### src/lc3b_pkg.sv
package lc3b_pkg;

    // ##############################
    // Data path widths
    // ##############################

    typedef logic [15:0]  lc3b_word;       // Data and address word.
    typedef logic [2:0]   lc3b_cc;         // N, Z, P.
    typedef logic [1:0]   lc3b_mux_sel;    // Three way source select.
    typedef logic [1:0]   lc3b_byte_sel;   // Bit 1 high byte, bit 0 low byte.

    // ##############################
    // Line memory bus widths
    // ##############################

    typedef logic [127:0] lc3b_line;       // Eight words per line.
    typedef logic [15:0]  lc3b_line_sel;   // One enable per byte of a line.
    typedef logic [11:0]  lc3b_line_addr;  // Word address bits 15 to 4.

    // Address source select values.
    localparam lc3b_mux_sel addr_src_trap = 2'd0;
    localparam lc3b_mux_sel addr_src_alu  = 2'd1;
    localparam lc3b_mux_sel addr_src_mdr  = 2'd2;

    // Condition code source select values.
    localparam lc3b_mux_sel cc_src_alu = 2'd0;
    localparam lc3b_mux_sel cc_src_mdr = 2'd1;
    localparam lc3b_mux_sel cc_src_sr2 = 2'd2;

    localparam lc3b_cc cc_neg  = 3'b100;   // Negative.
    localparam lc3b_cc cc_zero = 3'b010;   // Zero.
    localparam lc3b_cc cc_pos  = 3'b001;   // Positive.

    // Stage sequencing.
    typedef enum logic [1:0] {
        st_idle,                           // Waiting for an operation.
        st_bus,                            // Bus cycle open.
        st_done                            // Result cycle.
    } mem_state_e;

endpackage

### src/wishbone_if.sv
`timescale 1ns/1ps

interface wishbone_if import lc3b_pkg::*; ();

    lc3b_line_addr adr;    // Line address.
    lc3b_line      dat_m;  // Write data from the master.
    lc3b_line      dat_s;  // Read data from the slave.
    lc3b_line_sel  sel;    // Byte enables.
    logic          we;     // Write cycle.
    logic          cyc;    // Cycle in progress.
    logic          stb;    // Transfer strobe.
    logic          ack;    // Slave acknowledge.

    modport master (
        output adr,
        output dat_m,
        output sel,
        output we,
        output cyc,
        output stb,
        input  dat_s,
        input  ack
    );

    modport slave (
        input  adr,
        input  dat_m,
        input  sel,
        input  we,
        input  cyc,
        input  stb,
        output dat_s,
        output ack
    );

endinterface

### src/mem_stage.sv
`timescale 1ns/1ps

module mem_stage import lc3b_pkg::*; (
    input  logic         clk,
    input  logic         arst_n,
    input  logic         op_valid,
    input  logic         mem_read,
    input  logic         mem_write,
    input  lc3b_byte_sel byte_sel,
    input  lc3b_mux_sel  addr_sel,
    input  lc3b_mux_sel  gencc_sel,
    input  logic         cc_load,
    input  logic         mdr_load,
    input  lc3b_word     alu_in,
    input  lc3b_word     ir_in,
    input  lc3b_word     sr2_in,
    output lc3b_cc       cc,
    output lc3b_word     mdr,
    output logic         busy,
    output logic         done,
    wishbone_if.master   data_bus
);

    mem_state_e   state;
    mem_state_e   state_next;
    logic         accept;
    logic         op_read_q;
    logic         op_write_q;
    logic         cc_load_q;
    logic         mdr_load_q;
    logic         cc_from_mdr_q;
    lc3b_byte_sel byte_sel_q;
    lc3b_word     addr_q;
    lc3b_word     store_q;
    lc3b_word     cc_word_q;
    lc3b_word     rd_word;
    lc3b_word     ind_mdr;
    lc3b_word     ind_fwd;
    lc3b_word     trap_vect;
    lc3b_word     addr_mux;
    lc3b_word     mdr_next;
    lc3b_word     cc_word;
    lc3b_cc       cc_next;
    logic [2:0]   lane;

    // ##############################
    // Operation accept and address
    // ##############################

    assign accept    = op_valid && (state != st_bus);   // Busy only in bus state.
    assign trap_vect = {7'b0, ir_in[7:0], 1'b0};         // Trap table entry.
    assign mdr_next  = op_read_q ? rd_word : mdr;        // Word the result edge loads.

    // An indirect register load at the result edge is forwarded to a
    // back-to-back access that selects it.
    assign ind_fwd = (state == st_done && mdr_load_q) ? mdr_next : ind_mdr;

    always_comb begin
        case (addr_sel)
            addr_src_trap: addr_mux = trap_vect;
            addr_src_mdr:  addr_mux = ind_fwd;
            default:       addr_mux = alu_in;            // ALU result.
        endcase
    end

    always_comb begin
        state_next = state;
        case (state)
            st_bus: begin
                if (data_bus.ack) begin
                    state_next = st_done;                // Ack closes the cycle.
                end
            end
            default: begin
                if (accept) begin
                    state_next = (mem_read || mem_write) ? st_bus : st_done;
                end else begin
                    state_next = st_idle;
                end
            end
        endcase
    end

    // ##############################
    // Bus master side
    // ##############################

    assign lane          = addr_q[3:1];                  // Word within the line.
    assign data_bus.adr  = addr_q[15:4];
    assign data_bus.cyc  = (state == st_bus);
    assign data_bus.stb  = (state == st_bus);
    assign data_bus.we   = (state == st_bus) && op_write_q;

    always_comb begin
        data_bus.sel = '0;
        data_bus.sel[lane*2 +: 2] = byte_sel_q;           // Two enables per word.
        data_bus.dat_m = '0;
        data_bus.dat_m[lane*16 +: 16] = store_q;
    end

    // ##############################
    // Condition codes
    // ##############################

    always_comb begin
        cc_word = cc_from_mdr_q ? mdr_next : cc_word_q;
        if (cc_word[15]) begin
            cc_next = cc_neg;
        end else if (cc_word == '0) begin
            cc_next = cc_zero;
        end else begin
            cc_next = cc_pos;
        end
    end

    assign busy = (state == st_bus);
    assign done = (state == st_done);

    always_ff @(posedge clk or negedge arst_n) begin
        if (!arst_n) begin
            state         <= st_idle;
            op_read_q     <= 1'b0;
            op_write_q    <= 1'b0;
            cc_load_q     <= 1'b0;
            mdr_load_q    <= 1'b0;
            cc_from_mdr_q <= 1'b0;
            cc            <= '0;
            mdr           <= '0;
            ind_mdr       <= '0;
        end else begin
            state <= state_next;
            if (accept) begin
                op_read_q     <= mem_read;
                op_write_q    <= mem_write;
                cc_load_q     <= cc_load;
                mdr_load_q    <= mdr_load;
                cc_from_mdr_q <= (gencc_sel == cc_src_mdr);
            end
            if (state == st_done) begin                  // Results at end of done.
                if (op_read_q) begin
                    mdr <= rd_word;
                end
                if (cc_load_q) begin
                    cc <= cc_next;
                end
                if (mdr_load_q) begin
                    ind_mdr <= mdr_next;
                end
            end
        end
    end

    always_ff @(posedge clk) begin
        if (accept) begin
            addr_q     <= addr_mux;
            store_q    <= sr2_in;
            byte_sel_q <= byte_sel;
            cc_word_q  <= (gencc_sel == cc_src_sr2) ? sr2_in : alu_in;
        end
        if (state == st_bus && data_bus.ack) begin
            rd_word <= data_bus.dat_s[lane*16 +: 16]; // Read data valid with ack.
        end
    end

endmodule

### src/flat_wrapper.sv
// flat-port wrapper written by rule: the top's interface ports become plain ports
module mem_stage_flat import lc3b_pkg::*;
  (clk, arst_n, op_valid, mem_read, mem_write, byte_sel, addr_sel, gencc_sel, cc_load, mdr_load, alu_in, ir_in, sr2_in, cc, mdr, busy, done, data_bus_adr, data_bus_dat_m, data_bus_sel, data_bus_we, data_bus_cyc, data_bus_stb, data_bus_dat_s, data_bus_ack);
  wishbone_if data_bus_i ();
  input  logic clk;
  input  logic arst_n;
  input  logic op_valid;
  input  logic mem_read;
  input  logic mem_write;
  input  lc3b_byte_sel byte_sel;
  input  lc3b_mux_sel addr_sel;
  input  lc3b_mux_sel gencc_sel;
  input  logic cc_load;
  input  logic mdr_load;
  input  lc3b_word alu_in;
  input  lc3b_word ir_in;
  input  lc3b_word sr2_in;
  output lc3b_cc cc;
  output lc3b_word mdr;
  output logic busy;
  output logic done;
  output wire logic [$bits(data_bus_i.adr)-1:0] data_bus_adr;
  output wire logic [$bits(data_bus_i.dat_m)-1:0] data_bus_dat_m;
  output wire logic [$bits(data_bus_i.sel)-1:0] data_bus_sel;
  output wire logic [$bits(data_bus_i.we)-1:0] data_bus_we;
  output wire logic [$bits(data_bus_i.cyc)-1:0] data_bus_cyc;
  output wire logic [$bits(data_bus_i.stb)-1:0] data_bus_stb;
  input wire logic [$bits(data_bus_i.dat_s)-1:0] data_bus_dat_s;
  input wire logic [$bits(data_bus_i.ack)-1:0] data_bus_ack;
  assign data_bus_adr = data_bus_i.adr;
  assign data_bus_dat_m = data_bus_i.dat_m;
  assign data_bus_sel = data_bus_i.sel;
  assign data_bus_we = data_bus_i.we;
  assign data_bus_cyc = data_bus_i.cyc;
  assign data_bus_stb = data_bus_i.stb;
  assign data_bus_i.dat_s = data_bus_dat_s;
  assign data_bus_i.ack = data_bus_ack;
  mem_stage u_core (.clk(clk), .arst_n(arst_n), .op_valid(op_valid), .mem_read(mem_read), .mem_write(mem_write), .byte_sel(byte_sel), .addr_sel(addr_sel), .gencc_sel(gencc_sel), .cc_load(cc_load), .mdr_load(mdr_load), .alu_in(alu_in), .ir_in(ir_in), .sr2_in(sr2_in), .cc(cc), .mdr(mdr), .busy(busy), .done(done), .data_bus(data_bus_i));
endmodule
### config.mk
export PLATFORM = sky130hd
export DESIGN_NAME = mem_stage_flat
export DESIGN_NICKNAME = d
export VERILOG_FILES = /design/src/lc3b_pkg.sv /design/src/wishbone_if.sv /design/src/mem_stage.sv /design/src/flat_wrapper.sv
export SDC_FILE = /design/constraint.sdc
export NUM_CORES = 1
export LEC_CHECK = 0
export BUFFER_PORTS_ARGS = -buffer_cell sky130_fd_sc_hd__buf_2
export CAP_MARGIN = 5
export CORE_AREA = 3 3 144 146
export CTS_CLUSTER_SIZE = 40
export DETAILED_ROUTE_END_ITERATION = 12
export DIE_AREA = 0 0 147 149
export GPL_TIMING_DRIVEN = 0
export SETUP_SLACK_MARGIN = 0.05
export SLEW_MARGIN = 20
export SYNTH_ARGS = -nofsm -noshare
export SYNTH_HDL_FRONTEND = slang
export SYNTH_SLANG_ARGS = --single-unit
### constraint.sdc
create_clock -name clk -period 4.2 [get_ports clk]
set_input_delay 0.21 -clock clk [delete_from_list [all_inputs] [get_ports clk]]
set_output_delay 0.21 -clock clk [all_outputs]
set_load 0.05 [all_outputs]
==> key figures <==
Status
  – Status: complete, but fails checks
  – Violated checks: hold timing

Clock tree
  – Hold_buf cts: 0
  – Sink Count: roughly 110
  – CTS tree: done
  – Worst-Skew Late Latency: 0.35 ns
  – Max clock buf depth: 2
  – Post-CTS setup buffers: 0
  – H-tree levels: 3
  – Reg clk slew, reported paths: approximately 0.07 ns
  – CTS Buf Count: 9
  – Clk Tree Root Cell: clkbuf_16

Cells and area
  – Final Util: between 40 and 50%
  – Most common cell after layout, fill and taps aside: buf_2
  – Share of layout cells above drive strength 1: 53.5%
  – Final net count: around 1,100
  – Most frequent cells in the layout: buf_2 (370), and2_1 (127), nand2_1 (71), edfxtp_1 (65), mux2_2 (51)
  – Area Overhead vs Synth: 37.9%
  – Fin area: about 9000 um2

Placed design
  – Port bufs: between 300 and 400
  – Pre-CTS WS: around 0.23 ns
  – DP Wirelength: 18.4 mm
  – GPL Wtd Cong: approximately 0.84
  – Post-DP Area: roughly 8700 um2

Global routing
  – Pin count of the biggest net entering global routing: between 40 and 50
  – Vias in the first global route: 5,676
  – Initial antenna violation count: 5
  – Grt total ovfl: 0
  – Total track usage: around 20%
  – First-pass GRT wire length: 32.5 mm

STA
  – Final worst-path cycle share: slightly above 90%
  – Final Setup Violations: 0
  – Setup tns final: 0 ns
  – Slew headroom: about two fifths
  – Worst Skew: 0.00676 ns
  – Final Max Tran Viols: 0
  – Worst Tran Pin Value: 0.927 ns
  – Fmax: between 0.2 and 0.3 GHz
  – Min Tclk post-route: 3.84 ns
  – WHS: -0.00385 ns
  – Fin. Hold Viols: 4
  – RSZ-0062 raised after global routing: no
  – Post-route setup slack: about 0.36 ns

Floorplan
  – Die ar.: 21,900 um2
  – Rows: 51
  – Starting density of the core: between 30% and 40%
  – Die Y: ~150 um
  – Die width: 147 um
  – I/O Pins: between 300 and 400
  – CORE AREA: between 15,000 and 20,000 um2

Power
  – VDD IR max: between 0.00015 and 0.0002 V
  – Lkg Pwr: between 4 and 5 nW
  – Pwr dens: approximately 430 nW/um2

Critical path
  – CP arrival: ~3.6 ns
  – CP Launch Type: register
  – Worst Path Required: approximately 4.0 ns
  – Worst setup EP type: output pin
  – Register-to-Register Setup Slack: roughly 2.1 ns
  – CP Max Fanout: 10
  – Setup CP Type: reg2out

Synthesis
  – Top FF cell, synth: edfxtp_1
  – Syn Inst Count: around 570
  – #FFs+latches synth: approximately 110
  – EDFF count, synth: 65
  – Sequential-to-total area share from yosys stat: about 46%
  – Fraction of registers with async set/reset: between 30% and 40%
  – Avg Cell Area, Syn: 11.5 um2
  – Count of cell types in the netlist: 39
  – Synthesized area: between 6000 and 7000 um2
  – Ys Warns: 0
  – Post-synth net total: 761

Detailed routing
  – Drt pass-1 iters: 4
  – Vias: 5,648
  – Number of DRC markers in iteration 0: ~260
  – Via/cell ratio: 4.67
  – Post-Route WL: 21.8 mm
  – Residual DRC: 0
  – Routed Antenna Nets: 0
  – WL/cell: roughly 18 um

Job
  – Max_cap viols: 0

Hold path
  – Worst hold path type: in2async
-- path summary, 6_finish.rpt --
path | start | end | cells after the start
max | u_core.addr_q[1]$_DFFE_PP_ | data_bus_dat_m[117] | 10
min | arst_n | u_core.ind_mdr[9]$_DFFE_PN0N_ | 1
max reg2reg | u_core.addr_q[2]$_DFFE_PP_ | u_core.rd_word[11]$_DFFE_PP_ | 5
min reg2reg | u_core.ind_mdr[1]$_DFFE_PN0N_ | u_core.ind_mdr[1]$_DFFE_PN0N_ | 1
max in group asynchronous | arst_n | u_core.ind_mdr[3]$_DFFE_PN0N_ | 1
min in group clk | byte_sel[1] | u_core.byte_sel_q[1]$_DFFE_PP_ | 1
-- metrics by stage --
stage | power, mW | instances
after global routing | 4.10 | 1209
after floorplan | 2.61 | 565
final | 3.90 | 1209
after detailed placement | 3.10 | 1191
after global placement | 3.08 | 1190
after CTS | 3.95 | 1207
-- metal layers --
metal	vias up	part of all wire, %	track usage, %
met5	-	0.12	0
met2	250	55	37.8
li1	2759	-	-
met3	29	6.3	3.80
met1	2606	37	20.9
met4	4	2.0	6.76
-- timing repair --
item	CTS	global route
resized for setup	2	1
cloned	0	0
pin swaps	0	0
setup endpoints to repair	20	20
-- cell type report --
class                      count  area (um2)
clock buffer                  10         250
sequential                   106        2980
timing repair buffer         361        1820
inverter                       5        18.8
clock inverter                 6        43.8
tap                          265         332
buffer                        48         277
multi-input combinational    405        3250
fill                        1929       10600
antenna                        3        7.51
-- critical path, stage by stage, from the launching register on --
cell,delay (ns)
edfxtp_1,0.40
buf_4,0.23
buf_2,0.35
inv_1,0.12
ha_1,0.23
ha_1,0.34
nand2b_2,0.24
nor3_2,0.51
clkbuf_1,0.41
and2_1,0.19
buf_2,0.26
-- registers in the layout (all words and copies together) (netlist names), 2 cells and up --
register and flops:
u_core.cc_word_q 16, u_core.addr_q 15, u_core.rd_word 16, u_core.cc 3, u_core.ind_mdr 15, u_core.state 2, u_core.store_q 16, u_core.mdr 16
u_core.byte_sel_q 2
-- cells by family after synthesis --
family                     count (synthesis)  synth area share [%]
AOI/OAI and AO/OA                         29                  2.81
adders and majority gates                  6                  1.15
buffers and inverters                     54                  4.60
DFF                                      106                  45.8
muxes                                     99                  22.4
and+or+nand+nor                          271                  23.3
-- cell usage after synthesis (3+ instances only) --
| cell type | instances | area (um2) |
|---|---|---|
| mux2i_1 | 16 | 160 |
| dfrtp_1 | 41 | 1030 |
| nor4_1 | 10 | 62.6 |
| and3_1 | 19 | 119 |
| nor3_1 | 5 | 25.0 |
| nand4_1 | 4 | 25.0 |
| nor2b_1 | 5 | 31.3 |
| clkbuf_1 | 16 | 60.1 |
| mux4_2 | 32 | 721 |
| mux2_2 | 51 | 574 |
| and2_1 | 127 | 795 |
| ha_1 | 6 | 75.1 |
| edfxtp_1 | 65 | 1950 |
| o21ai_0 | 17 | 85.1 |
| nand3_1 | 7 | 35.0 |
| nand2_1 | 71 | 267 |
| buf_2 | 10 | 50.1 |
| buf_4 | 20 | 150 |
| inv_1 | 4 | 15.0 |
| nor2_1 | 9 | 33.8 |
| a22o_1 | 8 | 70.1 |
| nand2b_1 | 3 | 18.8 |
-- power breakdown --
group	switching, mW	leakage (nW)	total [mW]	internal (mW)
Sequential	0.164	1.12	1.53	1.37
Combinational	0.997	3.26	1.53	0.530
Clock	0.398	0.150	0.843	0.444
Power figures use the tool's default switching activity.
